<file path="config.mk">
export PLATFORM = sky130hd
export DESIGN_NAME = pe_top
export DESIGN_NICKNAME = d
export VERILOG_FILES = /design/src/source/pe_pkg.sv /design/src/source/booth_mult_stage.sv /design/src/source/csa_accum_stage.sv /design/src/source/round_sat_stage.sv /design/src/source/pe_top.sv
export VERILOG_INCLUDE_DIRS = /design/src /design/src/source
export SDC_FILE = /design/constraint.sdc
export NUM_CORES = 1
export LEC_CHECK = 0
export ABC_AREA = 1
export BUFFER_PORTS_ARGS = -buffer_cell sky130_fd_sc_hd__buf_4
export CAP_MARGIN = 30
export CORE_UTILIZATION = 55
export DETAILED_ROUTE_END_ITERATION = 7
export PLACE_DENSITY = 0.71
export SLEW_MARGIN = 25
export SYNTH_ARGS = -nofsm -noshare
export SYNTH_HDL_FRONTEND = slang
export SYNTH_SLANG_ARGS = --single-unit
</file>
<file path="constraint.sdc">
create_clock -name CLK -period 8.4 [get_ports CLK]
set_input_delay 0 -clock CLK [delete_from_list [all_inputs] [get_ports CLK]]
set_output_delay 0 -clock CLK [all_outputs]
set_load 0.05 [all_outputs]
</file>
<file path="src/source/pe_cfg.svh">
`ifndef PE_CFG_SVH
`define PE_CFG_SVH

// Activation and weight width
`define PE_OPND_W  8

// One word of the multiplier's sum/carry pair
`define PE_PROD_W  16

// One word of an accumulator pair
`define PE_ACC_W   32

// Result and preload width
`define PE_OUT_W   19

// Rounding shift amount
`define PE_SHIFT_W 5

`endif

</file>
<file path="src/source/pe_pkg.sv">
`include "pe_cfg.svh"

package pe_pkg;

  typedef logic signed [`PE_OPND_W-1:0]  opnd_t;    // Signed activation or weight
  typedef logic signed [`PE_PROD_W-1:0]  prod_t;    // Product sum or carry word
  typedef logic signed [`PE_ACC_W-1:0]   acc_t;     // Accumulator sum or carry word
  typedef logic signed [`PE_OUT_W-1:0]   pe_out_t;  // Result or preload value
  typedef logic        [`PE_SHIFT_W-1:0] shift_t;   // Shift amount, unsigned

  // Request into the element
  typedef struct packed {
    opnd_t   a;          // Activation
    opnd_t   b;          // Weight
    pe_out_t d;          // Preload for the drained buffer
    logic    propagate;  // High drains buffer one
    shift_t  shift;      // Only honoured on a propagate flip
  } pe_req_t;

  // Multiply stage to accumulate stage
  typedef struct packed {
    prod_t   prod_s;     // Product sum word
    prod_t   prod_c;     // Product carry word
    pe_out_t d;          // Preload, passed along
    logic    propagate;
    shift_t  shift;      // Raw shift, flip not yet known
  } prod_beat_t;

  // Accumulate stage to round stage
  typedef struct packed {
    acc_t    drain_s;    // Old sum word of drained buffer
    acc_t    drain_c;    // Old carry word of drained buffer
    shift_t  shift;      // Zero unless propagate flipped
  } drain_beat_t;

endpackage

</file>
<file path="src/source/booth_mult_stage.sv">
`timescale 1ns/10ps
`include "pe_cfg.svh"

module booth_mult_stage
  import pe_pkg::*;
(
  input  logic       CLK,
  input  logic       rst_n,
  input  logic       in_valid,      // Request offered
  output logic       in_ready,      // Slot empty or emptying
  input  pe_req_t    in_req,
  output logic       out_valid,     // Product pair held
  input  logic       out_ready,
  output prod_beat_t out_beat
);

  localparam int MW  = `PE_OPND_W + 1;  // Room for 2a
  localparam int NPP = `PE_OPND_W / 2;  // Radix-4 digit count

  logic [`PE_OPND_W:0] b_ext;           // Weight with implied zero below LSB
  logic [2:0]          trip [NPP];      // Booth triplet per digit
  logic [MW-1:0]       mult [NPP];      // Selected multiple 0, a or 2a
  logic [MW-1:0]       row  [NPP];      // Inverted when digit is negative
  prod_t               pp   [NPP];      // Sign-extended, shifted rows
  prod_t               neg_vec;         // Plus-one bits of inverted rows
  prod_t               s1;
  prod_t               c1;
  prod_t               s2;
  prod_t               c2;
  prod_t               s3;              // Final sum word
  prod_t               c3;              // Final carry word, already aligned
  logic                in_fire;

  always_comb begin
    b_ext   = {in_req.b, 1'b0};
    neg_vec = '0;
    for (int i = 0; i < NPP; i++) begin
      trip[i] = b_ext[2*i +: 3];
      case (trip[i])
        3'b001, 3'b010, 3'b101, 3'b110: mult[i] = {in_req.a[`PE_OPND_W-1], in_req.a};  // a
        3'b011, 3'b100:                 mult[i] = {in_req.a, 1'b0};                    // 2a
        default:                        mult[i] = '0;
      endcase
      row[i]        = trip[i][2] ? ~mult[i] : mult[i];  // Ones complement for -a, -2a
      pp[i]         = {{(`PE_PROD_W - MW){row[i][MW-1]}}, row[i]} << (2 * i);
      neg_vec[2*i]  = trip[i][2];                       // Completes the negation
    end

    // Narrow rows first so both output words stay sign-correct in 16 bits
    s1 = pp[0] ^ pp[1] ^ neg_vec;
    c1 = ((pp[0] & pp[1]) | (pp[0] & neg_vec) | (pp[1] & neg_vec)) << 1;
    s2 = s1 ^ c1 ^ pp[2];
    c2 = ((s1 & c1) | (s1 & pp[2]) | (c1 & pp[2])) << 1;
    s3 = s2 ^ c2 ^ pp[3];
    c3 = ((s2 & c2) | (s2 & pp[3]) | (c2 & pp[3])) << 1;
  end

  assign in_ready = !out_valid || out_ready;
  assign in_fire  = in_valid && in_ready;

  always_ff @(posedge CLK or negedge rst_n) begin
    if (!rst_n) begin
      out_valid <= 1'b0;
    end else if (in_ready) begin
      out_valid <= in_valid;           // Refill or empty the slot
    end
  end

  always_ff @(posedge CLK) begin
    if (in_fire) begin
      out_beat.prod_s    <= s3;
      out_beat.prod_c    <= c3;
      out_beat.d         <= in_req.d;
      out_beat.propagate <= in_req.propagate;
      out_beat.shift     <= in_req.shift;
    end
  end

  // Stalled beat must not change under the accumulate stage
  a_hold_beat: assert property (@(posedge CLK) disable iff (!rst_n)
    out_valid && !out_ready |=> out_valid && $stable(out_beat));

endmodule

</file>
<file path="src/source/csa_accum_stage.sv">
`timescale 1ns/10ps
`include "pe_cfg.svh"

module csa_accum_stage
  import pe_pkg::*;
(
  input  logic        CLK,
  input  logic        rst_n,
  input  logic        in_valid,
  output logic        in_ready,
  input  prod_beat_t  in_beat,
  output logic        out_valid,     // Drained pair held
  input  logic        out_ready,
  output drain_beat_t out_beat
);

  localparam int PEXT = `PE_ACC_W - `PE_PROD_W;  // Product sign extension
  localparam int DEXT = `PE_ACC_W - `PE_OUT_W;   // Preload sign extension

  acc_t  buf1_s;          // Buffer one, drained when propagate high
  acc_t  buf1_c;
  acc_t  buf2_s;          // Buffer two, drained when propagate low
  acc_t  buf2_c;
  logic  last_prop;       // Propagate of last accepted request
  logic  in_fire;
  logic  flip;            // Propagate changed on this request
  acc_t  d_ext;
  acc_t  p_s_ext;
  acc_t  p_c_ext;
  acc_t  src_s;           // Accumulating buffer, old value
  acc_t  src_c;
  acc_t  r1_s;            // First compressor row adds product sum
  acc_t  r1_c;
  acc_t  r2_s;            // Second row adds product carry
  acc_t  r2_c;

  always_comb begin
    flip    = in_beat.propagate != last_prop;
    d_ext   = {{DEXT{in_beat.d[`PE_OUT_W-1]}}, in_beat.d};
    p_s_ext = {{PEXT{in_beat.prod_s[`PE_PROD_W-1]}}, in_beat.prod_s};
    p_c_ext = {{PEXT{in_beat.prod_c[`PE_PROD_W-1]}}, in_beat.prod_c};
    src_s   = in_beat.propagate ? buf2_s : buf1_s;
    src_c   = in_beat.propagate ? buf2_c : buf1_c;
    r1_s    = src_s ^ src_c ^ p_s_ext;
    r1_c    = ((src_s & src_c) | (src_s & p_s_ext) | (src_c & p_s_ext)) << 1;
    r2_s    = r1_s ^ r1_c ^ p_c_ext;
    r2_c    = ((r1_s & r1_c) | (r1_s & p_c_ext) | (r1_c & p_c_ext)) << 1;
  end

  assign in_ready = !out_valid || out_ready;
  assign in_fire  = in_valid && in_ready;

  always_ff @(posedge CLK or negedge rst_n) begin
    if (!rst_n) begin
      buf1_s    <= '0;
      buf1_c    <= '0;
      buf2_s    <= '0;
      buf2_c    <= '0;
      last_prop <= 1'b0;
      out_valid <= 1'b0;
    end else begin
      if (in_ready) begin
        out_valid <= in_valid;
      end
      if (in_fire) begin
        if (in_beat.propagate) begin
          buf1_s <= d_ext;              // Preload after drain
          buf1_c <= '0;
          buf2_s <= r2_s;
          buf2_c <= r2_c;
        end else begin
          buf2_s <= d_ext;
          buf2_c <= '0;
          buf1_s <= r2_s;
          buf1_c <= r2_c;
        end
        last_prop <= in_beat.propagate;
      end
    end
  end

  always_ff @(posedge CLK) begin
    if (in_fire) begin
      out_beat.drain_s <= in_beat.propagate ? buf1_s : buf2_s;  // Value before update
      out_beat.drain_c <= in_beat.propagate ? buf1_c : buf2_c;
      out_beat.shift   <= flip ? in_beat.shift : '0;
    end
  end

  // Compressor rows must match a plain add into the accumulating buffer
  a_accum_sum: assert property (@(posedge CLK) disable iff (!rst_n)
    in_fire |=> ((last_prop ? buf2_s + buf2_c : buf1_s + buf1_c)
                 == $past(src_s + src_c + p_s_ext + p_c_ext)));

endmodule

</file>
<file path="src/source/round_sat_stage.sv">
`timescale 1ns/10ps
`include "pe_cfg.svh"

module round_sat_stage
  import pe_pkg::*;
(
  input  logic        CLK,
  input  logic        rst_n,
  input  logic        in_valid,
  output logic        in_ready,
  input  drain_beat_t in_beat,
  output logic        res_valid,    // Result held
  input  logic        res_ready,
  output pe_out_t     res
);

  localparam acc_t SAT_MAX = acc_t'((1 << (`PE_OUT_W - 1)) - 1);  // 2^18-1
  localparam acc_t SAT_MIN = acc_t'(-(1 << (`PE_OUT_W - 1)));     // -2^18

  acc_t    total;       // Resolved binary value
  acc_t    shifted;     // Floor of total / 2^shift
  acc_t    low_mask;    // Bits below the half bit
  acc_t    rounded;
  logic    half_bit;
  logic    sticky;      // Anything below half
  logic    round_up;
  pe_out_t sat_val;
  logic    in_fire;

  always_comb begin
    total   = in_beat.drain_s + in_beat.drain_c;
    shifted = total >>> in_beat.shift;
    if (in_beat.shift != '0) begin
      low_mask = (acc_t'(1) << (in_beat.shift - 1'b1)) - acc_t'(1);
      half_bit = total[in_beat.shift - 1'b1];
      sticky   = |(total & low_mask);
      round_up = half_bit && (sticky || shifted[0]);  // Ties go to even
    end else begin
      low_mask = '0;
      half_bit = 1'b0;
      sticky   = 1'b0;
      round_up = 1'b0;
    end
    rounded = shifted + acc_t'(round_up);
    if (rounded > SAT_MAX) begin
      sat_val = SAT_MAX[`PE_OUT_W-1:0];
    end else if (rounded < SAT_MIN) begin
      sat_val = SAT_MIN[`PE_OUT_W-1:0];
    end else begin
      sat_val = rounded[`PE_OUT_W-1:0];
    end
  end

  assign in_ready = !res_valid || res_ready;
  assign in_fire  = in_valid && in_ready;

  always_ff @(posedge CLK or negedge rst_n) begin
    if (!rst_n) begin
      res_valid <= 1'b0;
    end else if (in_ready) begin
      res_valid <= in_valid;
    end
  end

  always_ff @(posedge CLK) begin
    if (in_fire) begin
      res <= sat_val;
    end
  end

  // Result stays put until the consumer takes it
  a_hold_res: assert property (@(posedge CLK) disable iff (!rst_n)
    res_valid && !res_ready |=> res_valid && $stable(res));

endmodule

</file>
<file path="src/source/pe_top.sv">
`timescale 1ns/10ps
`include "pe_cfg.svh"

module pe_top
  import pe_pkg::*;
(
  input  logic    CLK,
  input  logic    rst_n,
  input  logic    req_valid,     // Request offered
  output logic    req_ready,     // Multiply stage can take it
  input  pe_req_t req,
  output logic    res_valid,     // Result three cycles after request
  input  logic    res_ready,
  output pe_out_t res
);

  logic        prod_valid;     // Multiply to accumulate link
  logic        prod_ready;
  prod_beat_t  prod_beat;
  logic        drain_valid;    // Accumulate to round link
  logic        drain_ready;
  drain_beat_t drain_beat;

  // Stage one, Booth product as sum/carry pair
  booth_mult_stage mult_i (
    .CLK       (CLK),
    .rst_n     (rst_n),
    .in_valid  (req_valid),
    .in_ready  (req_ready),
    .in_req    (req),
    .out_valid (prod_valid),
    .out_ready (prod_ready),
    .out_beat  (prod_beat)
  );

  // Stage two, double buffer and flip detect
  csa_accum_stage accum_i (
    .CLK       (CLK),
    .rst_n     (rst_n),
    .in_valid  (prod_valid),
    .in_ready  (prod_ready),
    .in_beat   (prod_beat),
    .out_valid (drain_valid),
    .out_ready (drain_ready),
    .out_beat  (drain_beat)
  );

  // Stage three, resolve, round, clamp
  round_sat_stage round_i (
    .CLK       (CLK),
    .rst_n     (rst_n),
    .in_valid  (drain_valid),
    .in_ready  (drain_ready),
    .in_beat   (drain_beat),
    .res_valid (res_valid),
    .res_ready (res_ready),
    .res       (res)
  );

endmodule

</file>
* Word-level counts from Yosys, hierarchy flattened
Index checks and enable logic that the tools add are counted.
** Word-level totals
- Flip-flop bits (word level) :: 276
- Word-level logic and storage cells :: 128
** Operators by class
- $add $sub $neg :: 4
- Order comparisons :: 3
- Equal/unequal tests :: 22
- Shift operators :: 2
- Multiplexer cells :: 20
- Bitwise logic cells :: 40
- Reductions and logical operators :: 20
** Operators with widths (number)
- 2-to-1 mux 32 bit :: 8
- bitwise AND 31 x 16 -> 31 bit :: 4
- OR 31 bit :: 4
- OR 15 bit :: 5
- one-hot mux 9 bit (2 select lines) :: 4
- bitwise XOR 32 x 16 -> 32 bit :: 2
- bitwise XOR 32 bit :: 2
- bitwise AND 31 bit :: 2
- bitwise AND 15 bit :: 4
- 2-to-1 mux 9 bit :: 4
- inverter 9 bit :: 4
- adder 32 x 2 -> 32 bit :: 1
- adder 32 bit :: 1
- bitwise AND 32 bit :: 1
- greater-than comparator 32 x 19 -> 1 bit, second input constant :: 1
- < comparator 32 x 19 -> 1 bit, second input constant :: 1
- OR reduction 32 bit :: 1
- << shifter 1 x 5 -> 32 bit, first input constant :: 1
- >>> shifter 32 x 5 -> 32 bit :: 1
- subtractor 32 x 2 -> 32 bit, second input constant :: 1
- bitwise XOR 16 bit :: 2
- bitwise AND 15 x 13 -> 15 bit :: 2
- equality test 3 bit, second input constant :: 9
- 2-to-1 mux 19 bit :: 1
- other kinds (23) :: 45

* Depth between registers and ports, before layout
Gate-level depths: netlist of the first run.
- Depth after elaboration :: 14
- Depth in mapped cells :: 51

* By module
A second synthesis of the first run with hierarchy kept.
** Unflattened totals
- Cells, all modules :: 2931
- Area, all modules :: 21944.8 µm²
** Modules (own cells, without submodules)
- csa_accum_stage :: instances 1, cells each 1003, area each 10027.1 µm²
- round_sat_stage :: instances 1, cells each 1604, area each 8549.4 µm²
- booth_mult_stage :: instances 1, cells each 324, area each 3368.2 µm²

* Worst setup path before layout of the first run
Ideal clock, no wire load.
- Kind :: reg2reg
- Start :: register accum_i.out_beat[1] in the netlist's numbering
- End :: register round_i.res[10] (data pin)
- Setup time :: 0.252 ns
- Arrival :: 5.509 ns
- Slack :: 2.639 ns
- Stages on the path, launching flop included :: 48
- Buffers on the path :: 6
- Path through :: edfxtp_1 -> buf_2 -> clkinv_1 -> buf_2 -> ha_1 -> nand2_1 -> nand2_1 -> nand2_1 -> buf_2 -> buf_2 -> clkbuf_1 -> nor2_1 -> inv_1 -> ha_1 -> nand2_1 -> nor2_1 -> nand3_1 -> nor2_1 -> (+12 left out) -> nor2_1 -> nand3b_1 -> o2111ai_1 -> inv_1 -> ha_1 -> ha_1 -> nand3_1 -> nor2_2 -> nand2_1 -> nor2_4 -> nand2_2 -> xnor2_1 -> nand2_1 -> nor3_1 -> nand3_1 -> nand2_2 -> buf_6 -> nand2_1
** On the way
- Cells in the longest elaborated chain, start to end :: 11
- Elaborated cells on any way between the ends :: 16
- Classes of those cells :: 3 x add/sub; 2 x order compare; 2 x shift; 4 x mux; 1 x bitwise; 4 x reduce/logical
** RTL lines
- start: declaration :: RTL line csa_accum_stage.sv:14 : output drain_beat_t out_beat
- subtractor 5 x 1 -> 5 bit :: RTL line round_sat_stage.sv:34, round_sat_stage.sv:35
- << shifter 1 x 5 -> 32 bit :: RTL line round_sat_stage.sv:34 : low_mask = (acc_t'(1) << (in_beat.shift - 1'b1)) - acc_t'(1);
- subtractor 32 x 2 -> 32 bit :: RTL line round_sat_stage.sv:34
- bitwise AND 32 bit :: RTL line round_sat_stage.sv:36 : sticky = |(total & low_mask);
- OR reduction 32 bit :: RTL line round_sat_stage.sv:36
- logical OR 1 bit :: RTL line round_sat_stage.sv:37 : round_up = half_bit && (sticky || shifted[0]);
- logical AND 1 bit :: RTL line round_sat_stage.sv:37
- 2-to-1 mux 1 bit :: RTL line round_sat_stage.sv:33 : if (in_beat.shift != '0) begin
- adder 32 x 2 -> 32 bit (*) :: RTL line round_sat_stage.sv:44 : rounded = shifted + acc_t'(round_up);
- < comparator 32 x 19 -> 1 bit :: RTL line round_sat_stage.sv:47 : end else if (rounded < SAT_MIN) begin
- 2-to-1 mux 19 bit :: RTL line round_sat_stage.sv:47
- end signal: assignment :: RTL line round_sat_stage.sv:67 : res <= sat_val;
- end: declaration :: RTL line round_sat_stage.sv:14 : output pe_out_t res
Mark *: on every way between the ends. The rest lies on a longest branch, timed or not. The select of a mux whose other input is x is not followed.
A chain may end at the register's enable or synchronous reset.

* Worst setup path in the final report of the first run
- Start :: register accum_i.out_beat[2] in the netlist's numbering
- End :: register round_i.res[13] (data pin)
Same word-level chain as after synthesis.

==> run metrics, run 1 <==
Placer Congestion=0.959; DRT Pass-1 Iters=6; via count=18.2k; first-pass GRT wire length=90,300 µm; top routing layer in use=met4; Clock transition at path regs=70 ps; met3 routed WL=3280 µm; post-synthesis sequential area ratio=36.4%; # rows=69; R2R cell count=38; cell with the largest stage delay on the worst path=xor2_1; Synth cell types=51; Max Buffers Root-to-Sink=3; post-route insts no fill=3,267; CP max stage delay=780 ps; Setup Buffers After CTS=0; RSZ-0062 raised after global routing=false; First DRT Iteration DRCs=1,307; Period minus WS final=6670 ps; vias in the first global route=17.5k; fraction of layout cells with a size suffix above 1=6.77%; DIE WIDTH=194 µm; M1 WL=23,800 µm; VDD IR max=0.000239 V; Worst-Margin Slew=965 ps; Max Fanout on Critical Path=18; Yosys warnings=0; Synth top cells by count=757 x nand2_1, 445 x inv_1, 263 x nand3_1, 203 x nor2_1, 169 x o21ai_0; TritonCTS sink count=266; setup TNS=0 ps; Core ar.=0.0358 mm²; P_int=0.00457 W; overall routing resource usage=30.0%; clock power share=13.5%; outcome=finished, final reports clean; Psw=0.00463 W; Worst-Skew Late Latency=580 ps; Buf+Inv Stages, Crit Path=5; Power Density=412 mW/mm²; placed insts=3,181; max-slew violation count=0; PortBufs=65; CP startpoint kind=flop; sequential share of power=24.1%; post-CTS sizing=0; most frequent cell after synthesis=nand2_1; GR Overflow Total=0; post-synth top area cell=edfxtp_1; Hold WS=14.8 ps; CP Class=flop to flop; Post-Route WL=55,600 µm; vias per cell=5.56; antenna cells=0; netlist area before placement=0.0202 mm²; CTS buffer count=29; syn nets=2,908; Final Hold Viols=0; CTS hold repair buffers=32; max-cap violation count=0; die area=0.0375 mm²; CTS root buffer=clkbuf_16; post-route ant nets=0; nets=2,958; r2r setup slk=1730 ps; Pleak=10.9 nW; CP Launch Point=accum_i.out_beat[2]; Residual DRC=0; Post-synth EDFFs=138; WL/cell=17.0 µm; Worst Hold Class=input pin to asynchronous set/reset pin; final critical-path share of the clock period=79.3%; H-tree Lvls=1; Die H=194 µm; Mapped Cells=2,733; CTS tree=yes; crit end category=flop; final-layout fill cell count=3,212; crit path DAT=6970 ps; Synth top area share=20.5%; Synth Flop Type=edfxtp_1; initial antenna violation count=0; met2 wire length=26,600 µm; Syn-to-layout area delta=10.5%; Initial Util=56.4%; hpwl dp=41,500 µm; Ports=66; worst-case clock skew=28.9 ps; Area after DPL=0.0211 mm²; Crit path max-delay family=simple AND/OR/NAND/NOR gates; fmax=150 MHz; FF-to-FF Start=accum_i.out_beat[2]; max_slew headroom=35.4%; Switching Share=50.3%; FF-to-FF End=round_i.res[13]; ys async rst share=48.1%; Finished Cell Area=0.0223 mm²; largest cells by area after synthesis=edfxtp_1 21%, dfrtp_1 16%, nand2_1 14%; Data required, critical path=8700 ps; number of synthesized register bits=266; Synth Area per Inst=7.39 µm²; Comb pwr share=62.4%; final setup fails=0; largest net degree at the start of global routing=231
==> how the worst max path moves through the flow <==
stage	end	slack, ps	cells past startpoint
final	round_i.res[13]	1730	38
after global routing	round_i.res[2]	1090	40
after CTS	round_i.res[17]	1820	40
after detailed placement	round_i.res[17]	1880	40
after global placement	round_i.res[16]	2050	40
after floorplan	round_i.res[10]	2640	47
==> layout by cell type, fill, tap and decap left out, drive strengths merged, types with 35 or more instances in the layout <==
cell	netlist	final
ha	55	55
inv	455	459
clkbuf	63	35
nor2	222	222
nand2	769	769
edfxtp	138	138
fa	75	75
o22ai	95	95
buf	42	92
o21ai	175	175
dfrtp	128	128
nand3	269	269
xor2	56	56
==> power by group through the flow <==
stage | clock network, W | registers (W) | logic [W]
after detailed placement | 0 | 0.00224 | 0.00564
after floorplan | 0 | 0.00237 | 0.00395
after global placement | 0 | 0.00222 | 0.00553
after global routing | 0.00131 | 0.00227 | 0.00647
after CTS | 0.00126 | 0.00222 | 0.00569
final | 0.00124 | 0.00222 | 0.00574
==> metrics by stage <==
step	setup slack, ps	utilization (%)	power, W
after global placement	2050	58.7	0.00775
after CTS	1820	62.3	0.00918
after detailed placement	1880	58.9	0.00788
after global routing	1090	62.3	0.0101
final	1730	62.3	0.00920
after floorplan	2640	-	0.00632
==> layout make-up <==
type / instances / area (µm²) / share of cell area (%)
clock inverter: 19 / 166 / 0.745
timing repair buffer: 124 / 1060 / 4.73
clock buffer: 35 / 758 / 3.39
inverter: 464 / 1750 / 7.82
sequential: 266 / 7350 / 32.9
multi-input combinational: 1898 / 10700 / 47.8
tap: 461 / 577 / 2.58
==> kinds of logic (layout without fill, tap and decap cells) <==
logic type / count (synthesis) / after routing / synth area share (%)
buffers and inverters: 569 / 642 / 10.8
adder cells (fa/ha/maj): 130 / 130 / 10.8
flip-flops: 266 / 266 / 36.4
AND/OR/NAND/NOR: 1306 / 1306 / 27.2
AO/OA/AOI/OAI: 387 / 387 / 11.6
XOR/XNOR: 75 / 75 / 3.25
==> registers in the layout, indices dropped and copies added, names as in the netlist <==
signal	flops
accum_i.out_beat	67
mult_i.out_beat	52
accum_i.buf1_s	32
accum_i.buf2_s	32
accum_i.buf1_c	30
accum_i.buf2_c	30
round_i.res	19
accum_i.last_prop	1
accum_i.out_valid	1
mult_i.out_valid	1
round_i.res_valid	1
==> per-layer routing <==
metal	GRT usage, %	vias up
li1	-	8933
met1	39.4	8586
met2	51.1	545
met3	4.02	116
met4	10.3	0
met5	0	-
No activity file was read; power rests on OpenSTA's default activity.
==> inputs of run 2 (changes only) <==
--- a/config.mk
+++ b/config.mk
@@ -6,12 +6,12 @@
 export SDC_FILE = /design/constraint.sdc
 export NUM_CORES = 1
 export LEC_CHECK = 0
-export ABC_AREA = 1
+export ABC_AREA = 0
 export BUFFER_PORTS_ARGS = -buffer_cell sky130_fd_sc_hd__buf_4
 export CAP_MARGIN = 30
 export CORE_UTILIZATION = 55
 export DETAILED_ROUTE_END_ITERATION = 7
-export PLACE_DENSITY = 0.71
+export PLACE_DENSITY = 0.74
 export SLEW_MARGIN = 25
 export SYNTH_ARGS = -nofsm -noshare
 export SYNTH_HDL_FRONTEND = slang
==> constraint.sdc (replaced) <==
create_clock -name CLK -period 5.9 [get_ports CLK]
set_input_delay 0 -clock CLK [delete_from_list [all_inputs] [get_ports CLK]]
set_output_delay 0 -clock CLK [all_outputs]
set_load 0.05 [all_outputs]
==> run metrics, run 2 <==
outcome=finished, final reports clean (unchanged); vias per cell=6.32 (was 5.56); die area=0.0405 mm² (was 0.0375 mm²); first-pass GRT wire length=112,000 µm (was 90,300 µm); max-slew violation count=0 (unchanged); PortBufs=65 (unchanged); via count=20.1k (was 18.2k); Finished Cell Area=0.0267 mm² (was 0.0223 mm²); Worst Hold Class=input pin to flop (was input pin to asynchronous set/reset pin); fmax=170 MHz (was 150 MHz); overall routing resource usage=35.1% (was 30.0%); final setup fails=0 (unchanged); worst-case clock skew=10.9 ps (was 28.9 ps); DIE WIDTH=201 µm (was 194 µm); Final Hold Viols=0 (unchanged); Post-synth EDFFs=138 (unchanged); post-route ant nets=0 (unchanged); max reg flops=67 (unchanged); Die H=201 µm (was 194 µm); setup TNS=0 ps (unchanged); largest net degree at the start of global routing=121 (was 231); Synth cell types=109 (was 51); crit end category=flop (unchanged); Placer Congestion=1.05 (was 0.959); Max Fanout on Critical Path=5 (was 18); Max Buffers Root-to-Sink=3 (unchanged); hpwl dp=52,600 µm (was 41,500 µm); most used cell, CP=buf_4; Area after DPL=0.0248 mm² (was 0.0211 mm²); post-synthesis sequential area ratio=33.7% (was 36.4%); DRT Pass-1 Iters=6 (unchanged); Mapped Cells=2,345 (was 2,733); Initial Util=56.0% (was 56.4%); GR Overflow Total=0 (unchanged); CTS tree=yes (unchanged); commonest non-fill, non-tap cell in the layout=buf_4 (was nand2_1); number of synthesized register bits=266 (unchanged); CP max stage delay=500 ps (was 780 ps); Clock transition at path regs=60 ps (was 70 ps); final critical-path share of the clock period=99.6% (was 79.3%); Top Registers=accum_i.out_beat: 67 flops, mult_i.out_beat: 52 flops (unchanged); First DRT Iteration DRCs=1,826 (was 1,307); WL/cell=22.5 µm (was 17.0 µm); max-cap violation count=0 (unchanged); Residual DRC=0 (unchanged); Syn-to-layout area delta=22.4% (was 10.5%); register name with the most flops=accum_i.out_beat (unchanged); TritonCTS sink count=266 (unchanged); Post-Route WL=71,700 µm (was 55,600 µm); # rows=72 (was 69); Worst-Skew Late Latency=540 ps (was 580 ps); VDD IR max=0.000312 V (was 0.000239 V); Period minus WS final=5880 ps (was 6670 ps); Power Density=574 mW/mm² (was 412 mW/mm²); Synth Flop Type=edfxtp_1 (unchanged); Worst-Margin Slew=888 ps (was 965 ps); ys async rst share=48.1% (unchanged); CP Class=flop to flop (unchanged); Core ar.=0.0389 mm² (was 0.0358 mm²); most frequent cell after synthesis=nand2_1 (unchanged); final-layout fill cell count=2,981 (was 3,212); max_slew headroom=40.8% (was 35.4%); CTS root buffer=clkbuf_16 (unchanged); initial antenna violation count=0 (unchanged); Yosys warnings=0 (unchanged); Synth top cells by count=284 x nand2_1, 146 x a21oi_1, 145 x nor2_1, 140 x inv_1, 138 x edfxtp_1 (was 757 x nand2_1, 445 x inv_1, 263 x nand3_1, 203 x nor2_1, 169 x o21ai_0); largest cells by area after synthesis=edfxtp_1 19%, dfrtp_1 15%, fa_1 6.9% (was edfxtp_1 21%, dfrtp_1 16%, nand2_1 14%); vias in the first global route=20.1k (was 17.5k); cell with the largest stage delay on the worst path=mux4_2 (was xor2_1); Synth top area share=19.0% (was 20.5%); nets=2,826 (was 2,958); H-tree Lvls=1 (unchanged); Ports=66 (unchanged); Pleak=11.0 nW (was 10.9 nW); netlist area before placement=0.0218 mm² (was 0.0202 mm²); Synth Area per Inst=9.30 µm² (was 7.39 µm²); fraction of layout cells with a size suffix above 1=27.6% (was 6.77%); RSZ-0062 raised after global routing=true (was false); crit path DAT=6160 ps (was 6970 ps); CTS buffer count=27 (was 29); post-synth top area cell=edfxtp_1 (unchanged); Data required, critical path=6180 ps (was 8700 ps); most frequent cells in the layout=398 x buf_4, 277 x nand2_1, 138 x edfxtp_1 (was 757 x nand2_1, 443 x inv_1, 263 x nand3_1); CP startpoint kind=flop (unchanged); syn nets=2,520 (was 2,908)
[run 2: changes by cell type after synthesis, moves of 30 or more]
cell      delta
nor2_1      -58
xor2_1      -30
o21ai_0     -43
inv_1      -305
o22ai_1     -77
clkbuf_1    +45
mux2_2     +129
a21oi_1    +114
o31ai_1     +66
nand3_1    -228
a211oi_1    +41
nand2_1    -473
[run 2: final timing paths]
kind	startpoint	endpoint	slack [ps]	cells past startpoint
worst max-delay path	accum_i.out_beat[40]	round_i.res[17]	20	25
worst min-delay path	req[25]	mult_i.out_beat[41]	30	4
worst max register to register	accum_i.out_beat[40]	round_i.res[17]	20	25
worst min register to register	accum_i.buf1_s[5]	accum_i.buf1_s[5]	490	2
max in group asynchronous	rst_n	accum_i.out_valid	4230	4
min in group asynchronous	rst_n	accum_i.buf2_s[19]	510	3
[run 2: what timing repair did]
action | 4_1_cts | 5_1_grt
gates resized for setup | 12 | 82
setup endpoints to repair | 18 | 19
gates cloned | 2 | 0
pin swaps | 12 | 50
hold buffers | 30 | 1
endpoints found under the hold margin | 93 | 8
setup buffers | 8 | 19
[run 2: critical path, delay by kind of cell (launching register included)]
kind | cells | cell delay [ps]
multiplexers | 2 | 960
AND/OR/NAND/NOR | 4 | 540
AO/OA/AOI/OAI | 11 | 2180
flip-flops | 1 | 410
adder cells (fa/ha/maj) | 3 | 800
buffers and inverters | 5 | 730
[run 2: power breakdown]
part	total [W]	leakage (nW)	internal, W	switching (W)
registers	0.00317	2.97	0.00276	0.000416
clock network	0.00168	0.405	0.000983	0.000698
logic	0.0105	7.66	0.00450	0.00596
total	0.0153	11.0	0.00824	0.00707
[run 2: routing by layer]
layer / share of wire (%) / vias up / GRT usage [%] / wire length, µm
met4: 5.4 / 0 / 16.9 / 3840
met1: 40 / 9834 / 45.5 / 28600
met2: 48 / 851 / 58.6 / 34500
met5: 0 / - / 0 / 0
met3: 6.7 / 200 / 4.07 / 4780
li1: - / 9263 / - / -
[run 2: area by class of cell]
| class | count | area (µm²) | share of cell area (%) |
|---|---|---|---|
| flip-flops and latches | 266 | 7350 | 27.5 |
| inverters | 145 | 548 | 2.05 |
| multi-input cells | 1768 | 13800 | 51.7 |
| clock inverters | 4 | 71.3 | 0.267 |
| well taps | 518 | 648 | 2.43 |
| clock buffers | 43 | 777 | 2.91 |
| repair buffers | 443 | 3500 | 13.1 |
| diodes | 1 | 2.50 | 0.00938 |
[run 2: cell families (layout without fill, tap and decap cells)]
| logic type | count (synthesis) | after routing | synth area share [%] |
|---|---|---|---|
| other | 0 | 1 | 0 |
| adders and majority gates | 151 | 151 | 11.0 |
| xor gates and xnor gates | 70 | 70 | 2.91 |
| and+or+nand+nor | 668 | 668 | 14.6 |
| AOI/OAI and AO/OA | 713 | 713 | 23.0 |
| DFF | 266 | 266 | 33.7 |
| muxes | 166 | 166 | 9.22 |
| buffers and inverters | 311 | 635 | 5.58 |
[run 2: metrics by stage]
step | total power [W] | setup slack, ps | utilization [%] | std cells | hold slack (ps)
after floorplan | 0.00901 | -111 | - | 2345 | -296
after global placement | 0.0127 | -54.7 | 63.8 | 3078 | 142
after detailed placement | 0.0129 | -231 | 63.8 | 3078 | 160
after CTS | 0.0148 | 13.8 | 67.0 | 3165 | 14.5
after global routing | 0.0163 | -249 | 68.6 | 3187 | 65.5
final | 0.0153 | 22.2 | 68.6 | 3188 | 29.4
==> inputs of run 3 (changes only) <==
--- a/config.mk
+++ b/config.mk
@@ -6,7 +6,7 @@
 export SDC_FILE = /design/constraint.sdc
 export NUM_CORES = 1
 export LEC_CHECK = 0
-export ABC_AREA = 0
+export ABC_AREA = 1
 export BUFFER_PORTS_ARGS = -buffer_cell sky130_fd_sc_hd__buf_4
 export CAP_MARGIN = 30
 export CORE_UTILIZATION = 55
==> run metrics, run 3 (synthesis gave the netlist of run 1 again) <==
sequential share of power=23.6% (was 20.7%); register name with the most flops=accum_i.out_beat (unchanged); Crit path max-delay family=simple AND/OR/NAND/NOR gates (was compound AO/OA/AOI/OAI gates); Top Registers=accum_i.out_beat: 67 flops, mult_i.out_beat: 52 flops (unchanged); Syn-to-layout area delta=12.6% (was 22.4%); max-slew violation count=0 (unchanged); Worst-Skew Late Latency=570 ps (was 540 ps); H-tree Lvls=1 (unchanged); first-pass GRT wire length=91,600 µm (was 112,000 µm); M1 WL=24,500 µm (was 28,600 µm); CTS root buffer=clkbuf_16 (unchanged); Comb pwr share=63.2% (was 68.3%); crit path DAT=5870 ps (was 6160 ps); worst-case clock skew=17.3 ps (was 10.9 ps); initial antenna violation count=2 (was 0); Clock transition at path regs=60 ps (about the same); CP Class=flop to flop (unchanged); cell with the largest stage delay on the worst path=edfxtp_1 (was mux4_2); r2r setup slk=340 ps (was 20 ps); die area=0.0375 mm² (was 0.0405 mm²); hpwl dp=41,600 µm (was 52,600 µm); Final Hold Viols=0 (unchanged); largest net degree at the start of global routing=230 (was 121); Placer Congestion=1.01 (was 1.05); max_slew headroom=45.1% (was 40.8%); Data required, critical path=6210 ps (was 6180 ps); Max Fanout on Critical Path=9 (was 5); P_int=0.00670 W (was 0.00824 W); final setup fails=0 (unchanged); total power=0.0134 W (was 0.0153 W); DRT Pass-1 Iters=8 (was 6); Buf+Inv Stages, Crit Path=5 (unchanged); Pleak=11.1 nW (was 11.0 nW); Period minus WS final=5560 ps (was 5880 ps); CP Launch Point=accum_i.out_beat[0] (was accum_i.out_beat[40]); Initial Util=56.4% (was 56.0%); crit end category=flop (unchanged); Max Buffers Root-to-Sink=3 (unchanged); met2 wire length=26,800 µm (was 34,500 µm); setup TNS=0 ps (unchanged); overall routing resource usage=30.3% (was 35.1%); Psw=0.00671 W (was 0.00707 W); post-route ant nets=0 (unchanged); CTS tree=yes (unchanged); # rows=69 (was 72); Worst-Margin Slew=823 ps (was 888 ps); nets=2,995 (was 2,826); most frequent cells in the layout=752 x nand2_1, 442 x inv_1, 259 x nand3_1 (was 398 x buf_4, 277 x nand2_1, 138 x edfxtp_1); max reg flops=67 (unchanged); CP startpoint kind=flop (unchanged); VDD IR max=0.000365 V (was 0.000312 V); Critical Path End=round_i.res[0] (was round_i.res[17]); met3 routed WL=3460 µm (was 4780 µm); CP max stage delay=420 ps (was 500 ps); vias per cell=5.57 (was 6.32); Core ar.=0.0358 mm² (was 0.0389 mm²); Power Density=589 mW/mm² (was 574 mW/mm²); top routing layer in use=met4 (unchanged); R2R cell count=40 (was 25); Post-Route WL=56,200 µm (was 71,700 µm); clock power share=13.2% (was 11.0%); fraction of layout cells with a size suffix above 1=9.01% (was 27.6%); Die H=194 µm (was 201 µm); Worst Hold Class=input pin to asynchronous set/reset pin (was input pin to flop); WL/cell=17.0 µm (was 22.5 µm); fmax=180 MHz (was 170 MHz); DIE WIDTH=194 µm (was 201 µm); instance count on the critical path=40 (was 25); FF-to-FF End=round_i.res[0] (was round_i.res[17]); PortBufs=65 (unchanged); GR Overflow Total=0 (unchanged); FF-to-FF Start=accum_i.out_beat[0] (was accum_i.out_beat[40]); First DRT Iteration DRCs=1,487 (was 1,826); Switching Share=50.1% (was 46.2%); CTS buffer count=29 (was 27); commonest non-fill, non-tap cell in the layout=nand2_1 (was buf_4); TritonCTS sink count=266 (unchanged); Residual DRC=0 (unchanged); max-cap violation count=0 (unchanged); outcome=finished, final reports clean (unchanged); final critical-path share of the clock period=94.2% (was 99.6%); via count=18.4k (was 20.1k); vias in the first global route=17.7k (was 20.1k); Ports=66 (unchanged)
[run 3: cell count changes in the layout (fill, tap and decap cells not counted), sizes merged, moves of 66 or more]
cell,change
nand3,+232
a21oi,-119
o31ai,-66
o22ai,+77
buf,-287
mux2,-129
nand2,+489
nor2,+76
inv,+316
[run 3: layout make-up]
cell class / instances / area (µm²)
Inverter: 464 / 1750
Timing Repair Buffer: 157 / 1310
Fill cell: 3155 / 13100
Clock inverter: 14 / 108
Tap cell: 461 / 577
Clock buffer: 39 / 815
Sequential cell: 266 / 7350
Multi-Input combinational cell: 1902 / 10900
Antenna cell: 1 / 2.50
[run 3: layer usage]
layer	up-vias	global-route usage, %
li1	9031	-
met3	112	3.15
met1	8645	41.8
met5	-	0
met2	600	50.7
met4	0	8.39
[run 3: stage by stage]
step           area [µm²]  worst slack (ps)  hold WS (ps)  cells  util [%]
2_1_floorplan       20200               139          -296   2733         -
4_1_cts             22500              31.2          25.9   3283      62.7
6_report            22800               342          23.1   3304      63.5
5_1_grt             22800             -65.2          71.3   3303      63.5
3_3_place_gp        21200               247           178   3196      59.1
3_5_place_dp        21200             -17.1           179   3198      59.2
[run 3: how the worst min path moves through the flow]
stage / from / to / cells past startpoint
floorplan: rst_n / accum_i.buf1_c[10] / 0
detailed placement: req[9] / mult_i.out_beat[9] / 1
CTS: req[33] / mult_i.out_beat[42] / 4
global route: rst_n / accum_i.buf1_s[22] / 2
global placement: req[16] / mult_i.out_beat[16] / 1
finish: rst_n / accum_i.buf2_c[22] / 2
[run 3: timing repair]
action	4_1_cts	5_1_grt
setup buffers	0	16
hold buffers	32	0
hold endpoints to repair	97	0
gates resized for setup	1	39
pin swaps	0	10
gates cloned	0	4
endpoints found under the setup margin	18	18
[run 3: power groups by stage]
stage / clock, W / combinational (W) / sequential (W)
2_1_floorplan: 0 / 0.00562 / 0.00337
3_3_place_gp: 0 / 0.00793 / 0.00317
3_5_place_dp: 0 / 0.00807 / 0.00320
4_1_cts: 0.00179 / 0.00817 / 0.00317
5_1_grt: 0.00187 / 0.00951 / 0.00325
6_report: 0.00177 / 0.00848 / 0.00317
